## src/hdl/axi_chan_pkg.sv

```systemverilog
// AXI channel widths and payload structs for AR, AW, W, R and B
`default_nettype none

package axi_chan_pkg;

  localparam int unsigned AddrWidth = 16;
  localparam int unsigned DataWidth = 32;
  localparam int unsigned IdWidth   = 4;
  localparam int unsigned LenWidth  = 8;
  // Address step between consecutive full-width beats
  localparam int unsigned BeatBytes = DataWidth / 8;

  typedef logic [AddrWidth-1:0]   addr_t;
  typedef logic [DataWidth-1:0]   data_t;
  typedef logic [DataWidth/8-1:0] strb_t;
  typedef logic [IdWidth-1:0]     id_t;
  // Beats in a burst are len + 1
  typedef logic [LenWidth-1:0]    len_t;

  typedef struct packed {addr_t addr; id_t id; len_t len;} ar_chan_t;
  typedef struct packed {addr_t addr; id_t id; len_t len;} aw_chan_t;

  // Burst end comes from the AW length, so no last flag here
  typedef struct packed {data_t data; strb_t strb;} w_chan_t;

  typedef struct packed {
    data_t data;
    id_t   id;
    logic  last;
  } r_chan_t;

  // Response is always OKAY
  typedef struct packed {id_t id;} b_chan_t;

endpackage

`default_nettype wire
```

## src/hdl/mem_port_pkg.sv

```systemverilog
// Memory request struct, beat descriptors and response metadata
`default_nettype none

package mem_port_pkg;

  // Outstanding memory requests, also the depth of both response FIFOs
  localparam int unsigned RespDepth = 4;

  typedef struct packed {
    axi_chan_pkg::addr_t addr;
    axi_chan_pkg::data_t wdata;
    axi_chan_pkg::strb_t strb;
    logic                we;
  } mem_req_t;

  // cont is set on every beat after the first of a burst
  typedef struct packed {
    axi_chan_pkg::addr_t addr;
    axi_chan_pkg::id_t   id;
    logic                last;
    logic                write;
    logic                cont;
  } beat_t;

  typedef struct packed {beat_t beat; axi_chan_pkg::w_chan_t w;} beat_wr_t;

  typedef struct packed {axi_chan_pkg::id_t id; logic last; logic write;} meta_t;

endpackage

`default_nettype wire

```

## src/hdl/axi_to_mem.sv

```systemverilog
// Top level of the AXI to memory bridge
// Burst generators, beat arbiter, response FIFOs and response router
`timescale 1ns/1ns
`default_nettype none

module axi_to_mem (
  input  logic                   clk_i,
  input  logic                   rst_ni,
  input  logic                   ar_valid_i,
  input  axi_chan_pkg::ar_chan_t ar_i,
  output logic                   ar_ready_o,
  input  logic                   aw_valid_i,
  input  axi_chan_pkg::aw_chan_t aw_i,
  output logic                   aw_ready_o,
  input  logic                   w_valid_i,
  input  axi_chan_pkg::w_chan_t  w_i,
  output logic                   w_ready_o,
  output logic                   r_valid_o,
  output axi_chan_pkg::r_chan_t  r_o,
  input  logic                   r_ready_i,
  output logic                   b_valid_o,
  output axi_chan_pkg::b_chan_t  b_o,
  input  logic                   b_ready_i,
  output logic                   mem_req_valid_o,
  output mem_port_pkg::mem_req_t mem_req_o,
  input  logic                   mem_gnt_i,
  input  logic                   mem_rvalid_i,
  input  axi_chan_pkg::data_t    mem_rdata_i
);
  import axi_chan_pkg::*;
  import mem_port_pkg::*;

  beat_t    rd_beat;
  beat_wr_t wr_beat;
  meta_t    meta_push_data, meta_head;
  data_t    rdata_head;
  logic     rd_valid, rd_ready, wr_valid, wr_ready;
  logic     meta_push, meta_full, meta_empty, data_empty, resp_pop;

  rd_burst_gen i_rd_gen (
    .clk_i, .rst_ni, .ar_valid_i, .ar_i, .ar_ready_o,
    .beat_o (rd_beat), .valid_o (rd_valid), .ready_i (rd_ready)
  );

  wr_burst_gen i_wr_gen (
    .clk_i, .rst_ni, .aw_valid_i, .aw_i, .aw_ready_o, .w_valid_i, .w_i, .w_ready_o,
    .beat_o (wr_beat), .valid_o (wr_valid), .ready_i (wr_ready)
  );

  beat_arbiter i_arbiter (
    .clk_i, .rst_ni,
    .rd_beat_i (rd_beat), .rd_valid_i (rd_valid), .rd_ready_o (rd_ready),
    .wr_beat_i (wr_beat), .wr_valid_i (wr_valid), .wr_ready_o (wr_ready),
    .mem_req_valid_o, .mem_req_o, .mem_gnt_i,
    .meta_o (meta_push_data), .meta_valid_o (meta_push), .meta_ready_i (~meta_full)
  );

  resp_fifo #(.payload_t (meta_t), .Depth (RespDepth)) i_meta_fifo (
    .clk_i, .rst_ni, .push_i (meta_push), .data_i (meta_push_data), .full_o (meta_full),
    .pop_i (resp_pop), .data_o (meta_head), .empty_o (meta_empty)
  );

  // Outstanding requests are bounded by the meta FIFO, so this one cannot overflow
  resp_fifo #(.payload_t (data_t), .Depth (RespDepth)) i_data_fifo (
    .clk_i, .rst_ni, .push_i (mem_rvalid_i), .data_i (mem_rdata_i), .full_o (),
    .pop_i (resp_pop), .data_o (rdata_head), .empty_o (data_empty)
  );

  resp_router i_router (
    .meta_i (meta_head), .meta_empty_i (meta_empty),
    .data_i (rdata_head), .data_empty_i (data_empty), .pop_o (resp_pop),
    .r_valid_o, .r_o, .r_ready_i, .b_valid_o, .b_o, .b_ready_i
  );

endmodule

`default_nettype wire

```

## src/hdl/resp_router.sv

```systemverilog
// Response router: joins metadata with memory data and steers it to R or B
`timescale 1ns/1ns
`default_nettype none

module resp_router (
  input  mem_port_pkg::meta_t    meta_i,
  input  logic                   meta_empty_i,
  input  axi_chan_pkg::data_t    data_i,
  input  logic                   data_empty_i,
  output logic                   pop_o,
  output logic                   r_valid_o,
  output axi_chan_pkg::r_chan_t  r_o,
  input  logic                   r_ready_i,
  output logic                   b_valid_o,
  output axi_chan_pkg::b_chan_t  b_o,
  input  logic                   b_ready_i
);

  logic both_avail;
  logic wr_drop;

  // Metadata and data are consumed as a pair
  assign both_avail = ~meta_empty_i & ~data_empty_i;

  assign r_valid_o = both_avail & ~meta_i.write;
  assign b_valid_o = both_avail & meta_i.write & meta_i.last;

  // Intermediate write beats produce no AXI response
  assign wr_drop = both_avail & meta_i.write & ~meta_i.last;

  assign r_o = '{data: data_i, id: meta_i.id, last: meta_i.last};
  assign b_o = '{id: meta_i.id};

  assign pop_o = (r_valid_o & r_ready_i) | (b_valid_o & b_ready_i) | wr_drop;

endmodule

`default_nettype wire

```

## src/hdl/resp_fifo.sv

```systemverilog
// Registered circular-buffer FIFO with a type parameter, no fall-through
`timescale 1ns/1ns
`default_nettype none

module resp_fifo #(
  parameter type         payload_t = logic,
  parameter int unsigned Depth     = 4
) (
  input  logic     clk_i,
  input  logic     rst_ni,
  input  logic     push_i,
  input  payload_t data_i,
  output logic     full_o,
  input  logic     pop_i,
  output payload_t data_o,
  output logic     empty_o
);

  // Depth is a power of two; the extra pointer bit tells full from empty
  localparam int unsigned PtrWidth = $clog2(Depth);

  payload_t          mem_q [Depth];
  logic [PtrWidth:0] wr_ptr_q, rd_ptr_q;
  logic              do_push, do_pop;

  assign do_push = push_i & ~full_o;
  assign do_pop  = pop_i & ~empty_o;

  assign empty_o = (wr_ptr_q == rd_ptr_q);
  assign full_o  = (wr_ptr_q[PtrWidth] != rd_ptr_q[PtrWidth]) &&
                   (wr_ptr_q[PtrWidth-1:0] == rd_ptr_q[PtrWidth-1:0]);
  assign data_o  = mem_q[rd_ptr_q[PtrWidth-1:0]];

  always_ff @(posedge clk_i or negedge rst_ni) begin
    if (!rst_ni) begin
      wr_ptr_q <= '0;
      rd_ptr_q <= '0;
    end else begin
      if (do_push) wr_ptr_q <= wr_ptr_q + {{PtrWidth{1'b0}}, 1'b1};
      if (do_pop)  rd_ptr_q <= rd_ptr_q + {{PtrWidth{1'b0}}, 1'b1};
    end
  end

  always_ff @(posedge clk_i) begin
    if (do_push) mem_q[wr_ptr_q[PtrWidth-1:0]] <= data_i;
  end

endmodule

`default_nettype wire

```

## src/hdl/beat_arbiter.sv

```systemverilog
// Read/write beat arbiter with burst-aware priority and selection lock
// Drives the memory request port and pushes response metadata
`timescale 1ns/1ns
`default_nettype none

module beat_arbiter (
  input  logic                   clk_i,
  input  logic                   rst_ni,
  input  mem_port_pkg::beat_t    rd_beat_i,
  input  logic                   rd_valid_i,
  output logic                   rd_ready_o,
  input  mem_port_pkg::beat_wr_t wr_beat_i,
  input  logic                   wr_valid_i,
  output logic                   wr_ready_o,
  output logic                   mem_req_valid_o,
  output mem_port_pkg::mem_req_t mem_req_o,
  input  logic                   mem_gnt_i,
  output mem_port_pkg::meta_t    meta_o,
  output logic                   meta_valid_o,
  input  logic                   meta_ready_i
);
  import axi_chan_pkg::*;
  import mem_port_pkg::*;

  // Selection: 1 picks the write side
  logic  sel_d, sel_q;
  logic  lock_q;
  logic  sel_valid, grant;
  beat_t beat;

  always_comb begin
    sel_d = sel_q;
    if (!lock_q) begin
      if (rd_valid_i ^ wr_valid_i) begin
        sel_d = wr_valid_i;
      end else if (rd_valid_i && wr_valid_i) begin
        // Single write beats go ahead of read bursts, but only after a read was served
        if (wr_beat_i.beat.last && !rd_beat_i.last && !sel_q) begin
          sel_d = 1'b1;
        end else if (wr_beat_i.beat.cont) begin
          sel_d = 1'b1;
        end else if (rd_beat_i.cont) begin
          sel_d = 1'b0;
        end else begin
          sel_d = ~sel_q;
        end
      end
    end
  end

  assign beat      = sel_d ? wr_beat_i.beat : rd_beat_i;
  assign sel_valid = sel_d ? wr_valid_i : rd_valid_i;

  // No request while the metadata FIFO is full
  assign mem_req_valid_o = sel_valid & meta_ready_i;
  assign grant           = mem_req_valid_o & mem_gnt_i;
  assign rd_ready_o      = grant & ~sel_d;
  assign wr_ready_o      = grant & sel_d;
  assign meta_valid_o    = grant;

  // Read requests carry zero data and strobes
  assign mem_req_o.addr  = beat.addr & ~addr_t'(BeatBytes - 1);
  assign mem_req_o.wdata = sel_d ? wr_beat_i.w.data : '0;
  assign mem_req_o.strb  = sel_d ? wr_beat_i.w.strb : '0;
  assign mem_req_o.we    = beat.write;

  assign meta_o = '{id: beat.id, last: beat.last, write: beat.write};

  always_ff @(posedge clk_i or negedge rst_ni) begin
    if (!rst_ni) begin
      sel_q  <= 1'b0;
      lock_q <= 1'b0;
    end else begin
      sel_q  <= sel_d;
      lock_q <= sel_valid & ~grant;
    end
  end

endmodule

`default_nettype wire

```

## src/hdl/wr_burst_gen.sv

```systemverilog
// Write burst generator: AW plus W beats become write beat descriptors with data
`timescale 1ns/1ns
`default_nettype none

module wr_burst_gen (
  input  logic                   clk_i,
  input  logic                   rst_ni,
  input  logic                   aw_valid_i,
  input  axi_chan_pkg::aw_chan_t aw_i,
  output logic                   aw_ready_o,
  input  logic                   w_valid_i,
  input  axi_chan_pkg::w_chan_t  w_i,
  output logic                   w_ready_o,
  output mem_port_pkg::beat_wr_t beat_o,
  output logic                   valid_o,
  input  logic                   ready_i
);
  import axi_chan_pkg::*;

  len_t  cnt_q;
  addr_t addr_q;
  id_t   id_q;

  always_comb begin
    aw_ready_o = 1'b0;
    w_ready_o  = 1'b0;
    beat_o.w   = w_i;
    if (cnt_q != '0) begin
      // Continuation beat only waits for W
      valid_o     = w_valid_i;
      beat_o.beat = '{addr: addr_q, id: id_q, last: (cnt_q == len_t'(1)), write: 1'b1,
                      cont: 1'b1};
      w_ready_o   = w_valid_i & ready_i;
    end else begin
      // First beat needs address and data together
      valid_o     = aw_valid_i & w_valid_i;
      beat_o.beat = '{addr: aw_i.addr, id: aw_i.id, last: (aw_i.len == '0), write: 1'b1,
                      cont: 1'b0};
      aw_ready_o  = valid_o & ready_i;
      w_ready_o   = valid_o & ready_i;
    end
  end

  always_ff @(posedge clk_i or negedge rst_ni) begin
    if (!rst_ni) begin
      cnt_q <= '0;
    end else if (valid_o && ready_i) begin
      cnt_q <= (cnt_q != '0) ? cnt_q - len_t'(1) : aw_i.len;
    end
  end

  always_ff @(posedge clk_i) begin
    if (valid_o && ready_i) begin
      if (cnt_q == '0) begin
        id_q   <= aw_i.id;
        addr_q <= (aw_i.addr & ~addr_t'(BeatBytes - 1)) + addr_t'(BeatBytes);
      end else begin
        addr_q <= addr_q + addr_t'(BeatBytes);
      end
    end
  end

endmodule

`default_nettype wire

```

## src/hdl/rd_burst_gen.sv

```systemverilog
// Read burst generator: one AR becomes len + 1 read beat descriptors
`timescale 1ns/1ns
`default_nettype none

module rd_burst_gen (
  input  logic                   clk_i,
  input  logic                   rst_ni,
  input  logic                   ar_valid_i,
  input  axi_chan_pkg::ar_chan_t ar_i,
  output logic                   ar_ready_o,
  output mem_port_pkg::beat_t    beat_o,
  output logic                   valid_o,
  input  logic                   ready_i
);
  import axi_chan_pkg::*;

  len_t  cnt_q;
  addr_t addr_q;
  id_t   id_q;

  always_comb begin
    ar_ready_o = 1'b0;
    if (cnt_q != '0) begin
      // Burst in progress, beats come from the registers
      valid_o = 1'b1;
      beat_o  = '{addr: addr_q, id: id_q, last: (cnt_q == len_t'(1)), write: 1'b0, cont: 1'b1};
    end else begin
      valid_o    = ar_valid_i;
      beat_o     = '{addr: ar_i.addr, id: ar_i.id, last: (ar_i.len == '0), write: 1'b0,
                     cont: 1'b0};
      ar_ready_o = ar_valid_i & ready_i;
    end
  end

  always_ff @(posedge clk_i or negedge rst_ni) begin
    if (!rst_ni) begin
      cnt_q <= '0;
    end else if (valid_o && ready_i) begin
      cnt_q <= (cnt_q != '0) ? cnt_q - len_t'(1) : ar_i.len;
    end
  end

  always_ff @(posedge clk_i) begin
    if (valid_o && ready_i) begin
      if (cnt_q == '0) begin
        id_q   <= ar_i.id;
        addr_q <= (ar_i.addr & ~addr_t'(BeatBytes - 1)) + addr_t'(BeatBytes);
      end else begin
        addr_q <= addr_q + addr_t'(BeatBytes);
      end
    end
  end

endmodule

`default_nettype wire

```

## config.mk

```make
export PLATFORM = sky130hd
export DESIGN_NAME = axi_to_mem
export DESIGN_NICKNAME = d
export VERILOG_FILES = /design/src/hdl/axi_chan_pkg.sv /design/src/hdl/mem_port_pkg.sv /design/src/hdl/axi_to_mem.sv /design/src/hdl/resp_router.sv /design/src/hdl/resp_fifo.sv /design/src/hdl/beat_arbiter.sv /design/src/hdl/wr_burst_gen.sv /design/src/hdl/rd_burst_gen.sv
export SDC_FILE = /design/constraint.sdc
export NUM_CORES = 1
export LEC_CHECK = 0
export BUFFER_PORTS_ARGS = -buffer_cell sky130_fd_sc_hd__buf_4
export CAP_MARGIN = 15
export CORE_ASPECT_RATIO = 1.1
export CORE_MARGIN = 2
export CORE_UTILIZATION = 45
export CTS_CLUSTER_SIZE = 8
export DETAILED_ROUTE_END_ITERATION = 10
export MAX_ROUTING_LAYER = met4
export PLACE_DENSITY = 0.71
export SYNTH_ARGS = -nofsm -noshare
export SYNTH_HDL_FRONTEND = slang
export SYNTH_HIERARCHICAL = 1
export SYNTH_SLANG_ARGS = --single-unit
```

## constraint.sdc

```tcl
create_clock -name clk_i -period 8.37 [get_ports clk_i]
set_input_delay 0.837 -clock clk_i [delete_from_list [all_inputs] [get_ports clk_i]]
set_output_delay 0.837 -clock clk_i [all_outputs]
set_load 0.02 [all_outputs]
```

# Yosys cells after proc, flatten, opt, wreduce, memory -nomap -nowiden
# Memory sizes are Yosys's and may differ from the RTL's.
# Index checks and enable logic that the tools add are counted.
# W data, S select, Z words.
# totals
ram_bits,152
out_inout_bits,100
register_bits,70
elab_cells,106
memories,2
# op_classes
muxes,25
n_reduce_logical,17
n_eq_ne,8
bitwise,32
add_sub_neg,10
# mem_list
memory,words,word_bits,rd,rd_ports_with_merged_regs,write_ports,line,rtl
i_data_fifo.mem_q,4,32,1,0,1,resp_fifo.sv:22,payload_t mem_q [Depth];
i_meta_fifo.mem_q,4,6,1,0,1,resp_fifo.sv:22,
# op_table
op,n
$mux W23,3
$add A16 B3 Y16 const B,4
$logic_not A8 Y1,4
$mux W16,2
$mux W32,1
$and A1 B1 Y1,20
$eq A8 B1 Y1 const B,2
$mux W1,16
$mux W8,2
$reduce_bool A8 Y1,2
$sub A8 B1 Y8 const B,2
$add A3 B1 Y3 const B,4
$not A1 Y1,9
$logic_and A1 B1 Y1,7
$eq A3 B3 Y1,2
$eq A2 B2 Y1,2
$mux W4,1
$reduce_and A2 Y1,2
$logic_not A1 Y1,2
$ne A1 B1 Y1,2
$or A1 B1 Y1,2
$xor A1 B1 Y1,1

# Depth between registers and ports, before layout
# logic_depth
ltp_word,15
mapped_depth,20

# Cells and area by module
# The synthesis kept the hierarchy.
# by_module_without_submodules
module,cells_per_inst,area_each_um2,instances,seq_area_each_um2
resp_fifo at i_data_fifo,216,5076.1,1,3993.8
wr_burst_gen,253,2108.3,1,740.7
rd_burst_gen,201,1893.1,1,740.7
resp_fifo at i_meta_fifo,83,1396.3,1,870.8
beat_arbiter,92,827.0,1,50.0
resp_router,46,336.6,1,0.0
axi_to_mem,1,3.8,1,0.0

# Least setup slack after synthesis
# No wires, ideal clock.
# synth_timing
path_kind,reg-to-output
start,reg i_wr_gen.cnt_q[7]
end,out ar_ready_o
stages_incl_launch_ff,15
t_required_ns,7.533
arrival_time_ns,3.892
setup_slack_ns,3.641
cell_sequence,dfrtp_1 -> or3_4 -> or4_1 -> buf_2 -> buf_2 -> buf_2 -> o21a_1 -> ha_1 -> nor4b_1 -> a211o_1 -> and2_4 -> buf_6 -> and4_1 -> nand2_1 -> nor2_1
# synth_between
word_cells_on_any_way,20
cone_classes,eq/ne (1); mux (9); bitwise (6); reduce/logical (4)
# synth_lines
element,line,rtl
"start, declared",wr_burst_gen.sv:20,len_t cnt_q;
"start signal, assigned",wr_burst_gen.sv:48,cnt_q <= (cnt_q != '0) ? cnt_q - len_t'(1) : aw_i.len;
$reduce_bool A8 Y1 *,wr_burst_gen.sv:28,if (cnt_q != '0) begin
$mux W1 *,wr_burst_gen.sv:28,
net wr_valid,axi_to_mem.sv:37,"logic rd_valid, rd_ready, wr_valid, wr_ready;"
$logic_and A1 B1 Y1,beat_arbiter.sv:36,end else if (rd_valid_i && wr_valid_i) begin
$mux W1,beat_arbiter.sv:36,
$mux W1,beat_arbiter.sv:34,if (rd_valid_i ^ wr_valid_i) begin
$mux W1,beat_arbiter.sv:33,if (!lock_q) begin
$mux W1,beat_arbiter.sv:52,assign sel_valid = sel_d ? wr_valid_i : rd_valid_i;
$and A1 B1 Y1,beat_arbiter.sv:55,assign mem_req_valid_o = sel_valid & meta_ready_i;
$and A1 B1 Y1,beat_arbiter.sv:56,assign grant = mem_req_valid_o & mem_gnt_i;
$and A1 B1 Y1 *,beat_arbiter.sv:57,assign rd_ready_o = grant & ~sel_d;
net rd_ready,axi_to_mem.sv:37,
$and A1 B1 Y1 *,rd_burst_gen.sv:31,ar_ready_o = ar_valid_i & ready_i;
$mux W1 *,rd_burst_gen.sv:23,if (cnt_q != '0) begin
"end, declared",axi_to_mem.sv:11,"output logic ar_ready_o,"
# Mark *: on every way through the listed nets, which the timed path passes. The rest lies on a longest branch.

# Worst setup path after layout
# layout_timing
start,reg i_rd_gen.cnt_q[0]
end,out ar_ready_o
# layout_between
word_cells_on_any_way,22
cone_classes,eq/ne (1); mux (10); bitwise (6); reduce/logical (5)
# layout_lines
element,line,rtl
"start, declared",rd_burst_gen.sv:17,len_t cnt_q;
"start signal, assigned",rd_burst_gen.sv:39,cnt_q <= (cnt_q != '0) ? cnt_q - len_t'(1) : ar_i.len;
$reduce_bool A8 Y1 *,rd_burst_gen.sv:23,
$mux W1 *,rd_burst_gen.sv:23,
net rd_valid,axi_to_mem.sv:37,
$logic_and A1 B1 Y1,beat_arbiter.sv:36,
$mux W1,beat_arbiter.sv:36,
$mux W1,beat_arbiter.sv:34,
$mux W1,beat_arbiter.sv:33,
$mux W1,beat_arbiter.sv:52,
$and A1 B1 Y1,beat_arbiter.sv:55,
$and A1 B1 Y1,beat_arbiter.sv:56,
$and A1 B1 Y1 *,beat_arbiter.sv:57,
net rd_ready,axi_to_mem.sv:37,
$and A1 B1 Y1 *,rd_burst_gen.sv:31,
$mux W1 *,rd_burst_gen.sv:23,
# Marked as above.

==> results.json <==
{
  "rsz0062_at_grt": "no",
  "setup_tns_ns": 0,
  "vdd_drop_max_mv": 0.177,
  "cp_cell_sequence": "inv_1 -> ha_1 -> or3b_2 -> or3_1 -> ha_1 -> nor4b_1 -> a211o_1 -> and2_4 -> and4_1 -> nand2_1 -> nor2_1 -> buf_4",
  "critPathTopFamily": "simple AND/OR/NAND/NOR gates",
  "powerDensity_nw_per_um2": 333,
  "die_x_microns": 157,
  "cts_tree": "built",
  "grt_start_max_net_pins": 59,
  "ios": 233,
  "layout-drive-gt1-share_pct": 33.3,
  "multiInputGateArea_sq_um": 4260,
  "place_area_sq_um": 13000,
  "max_freq_mhz": 167,
  "clock_latency_ns": 0.55,
  "timing.critical_path.mode_cell": "ha_1",
  "vias": 7314,
  "hold_buffers": 0,
  "tightest_slew_ns": 0.791,
  "h-tree-depth": 1,
  "fillers": 2167,
  "synthesis.area_sq_um": 11600,
  "dieHeight_microns": 172,
  "period_needed_ns": 5.98,
  "wl_mm": 24.0,
  "diodes": 0,
  "drt_iter0_markers": 469,
  "gp_congestion": 0.882,
  "synth.avg_cell_area_sq_um": 13.1,
  "port_buffers": 226,
  "finalSetupViolations": 0,
  "dr.pass1.iters": 5,
  "cts.clk_slew.worst_paths_ns": 0.05,
  "grt_overflow": 0,
  "slew_headroom_pct": 47.3,
  "grt_pass1_vias": 7396,
  "status": "finished, final reports clean",
  "num_rows": 61,
  "r2r_setup_slack_ns": 3.37,
  "critical-path-max-stage-delay_ns": 0.67,
  "cts.sinks": 218,
  "worst_hold_path_type": "in -> async",
  "finClkSkew_ns": 0.0149,
  "cts_buffers": 31,
  "cts_setup_buffers": 0,
  "num-nets-final": 1188,
  "design_area_sq_um": 13900,
  "hpwl_mm": 16.7,
  "final_antenna_net_count": 0,
  "start_util_pct": 45.8,
  "core_area_sq_um": 25300,
  "yosys_warnings": 6,
  "die_area_sq_um": 27100,
  "synth_cells": 887,
  "areaGrowthSynthToFinish_pct": 19.3,
  "p_leak_nw": 5.46,
  "grt.total_usage_pct": 18.0,
  "critPathKind": "reg -> out",
  "grt_pass1_wl_mm": 37.8,
  "avgRoutedWirePerCell_microns": 17.1,
  "cp_slowest_cell": "and2_4",
  "antenna_found_initial": 0,
  "start_kind": "flip-flop",
  "cp_max_fo": 58,
  "viasPerCell": 5.19,
  "arrival_ns": 5.14,
  "cts_root_buffer": "clkbuf_16",
  "seqCellArea_sq_um": 6400,
  "cp_num_buf_inv": 2,
  "timing.max_cap.violations": 0,
  "end_kind": "primary output",
  "fin_total_pwr_mw": 4.62,
  "hold_violations": 0,
  "drc": 0,
  "post_cts_resized": 0,
  "critical_path_required_ns": 7.53,
  "drv_slew": 0,
  "cts.path.max_buffers": 3,
  "fin_crit_sh_pct": 71.5
}
==> worst paths after layout <==
path	startpoint	to	depth (start not counted)
max reg2reg	i_rd_gen/cnt_q[0]	i_rd_gen/addr_q[13]	11
min reg2reg	i_rd_gen/cnt_q[1]	i_rd_gen/cnt_q[1]	2
min in group clk_i	aw_i[9]	i_wr_gen/id_q[1]	1
min	rst_ni	i_wr_gen/cnt_q[7]	1
max in group asynchronous	rst_ni	i_data_fifo/rd_ptr_q[0]	1
max	i_rd_gen/cnt_q[0]	ar_ready_o	12
==> cells in the final DEF (no fill, tap or decap), types with 3 or more instances in the layout <==
| cell | instances |
|---|---|
| clkbuf_1 | 25 |
| o21ai_0 | 14 |
| edfxtp_1 | 188 |
| mux4_1 | 3 |
| o31ai_1 | 9 |
| mux4_2 | 35 |
| nor3b_1 | 4 |
| xor2_1 | 31 |
| clkbuf_16 | 31 |
| inv_1 | 23 |
| nor2b_1 | 39 |
| and2_1 | 8 |
| mux2i_1 | 6 |
| dfrtp_1 | 29 |
| a211oi_1 | 5 |
| and4_1 | 9 |
| ha_1 | 17 |
| or3_1 | 6 |
| nor4_1 | 8 |
| nor3_1 | 8 |
| a31oi_1 | 6 |
| nand2b_1 | 5 |
| a21o_1 | 4 |
| a21oi_1 | 22 |
| nand2_1 | 116 |
| nand4_1 | 13 |
| o21a_1 | 3 |
| a21boi_0 | 3 |
| and3_1 | 15 |
| buf_4 | 235 |
| a222oi_1 | 3 |
| mux2_2 | 4 |
| nor2_1 | 19 |
| o211ai_1 | 8 |
| nand3_1 | 22 |
| mux2_4 | 22 |
| conb_1 | 4 |
| xnor2_1 | 16 |
==> per-layer routing <==
| metal | vias to the layer above | part of all wire [%] | GRT usage (%) | wire [microns] |
|---|---|---|---|---|
| li1 | 3491 | - | - | - |
| met1 | 3535 | 42 | 22.0 | 10100 |
| met2 | 245 | 49 | 30.4 | 11800 |
| met3 | 43 | 7.1 | 4.04 | 1700 |
| met4 | 0 | 1.9 | 4.70 | 450 |
| met5 | - | 0 | - | 0 |
==> area by class of cell <==
class | count | area share, %
sequential | 218 | 46.2
tap | 346 | 3.13
clock buffer | 56 | 6.28
clock inverter | 2 | 0.199
inverter | 25 | 0.696
multi-input combinational | 527 | 30.8
timing repair buffer | 235 | 12.7
==> report_power, final <==
group	internal, mW	switching [mW]
registers	1.46	0.158
clock network	0.693	0.442
logic	0.819	1.05
==> per-stage QoR <==
step / hold slack, ns / worst slack (ns) / cells / utilization (%)
finish: 0.233 / 2.39 / 1409 / 54.7
global route: 0.242 / 2.01 / 1409 / 54.7
CTS: 0.229 / 2.35 / 1409 / 54.7
detailed placement: 0.523 / 2.95 / 1351 / 51.1
global placement: 0.523 / 3.06 / 1351 / 51.1
floorplan: 0.491 / 3.64 / 888 / -
==> sequential cells by signal, indices dropped and copies added (netlist names), 4 cells and up <==
name / count
i_meta_fifo/mem_q: 24
i_rd_gen/addr_q: 14
i_wr_gen/addr_q: 14
i_data_fifo/mem_q: 128
i_wr_gen/id_q: 4
i_rd_gen/id_q: 4
i_rd_gen/cnt_q: 8
i_wr_gen/cnt_q: 8
No activity file was read; power rests on OpenSTA's default activity.
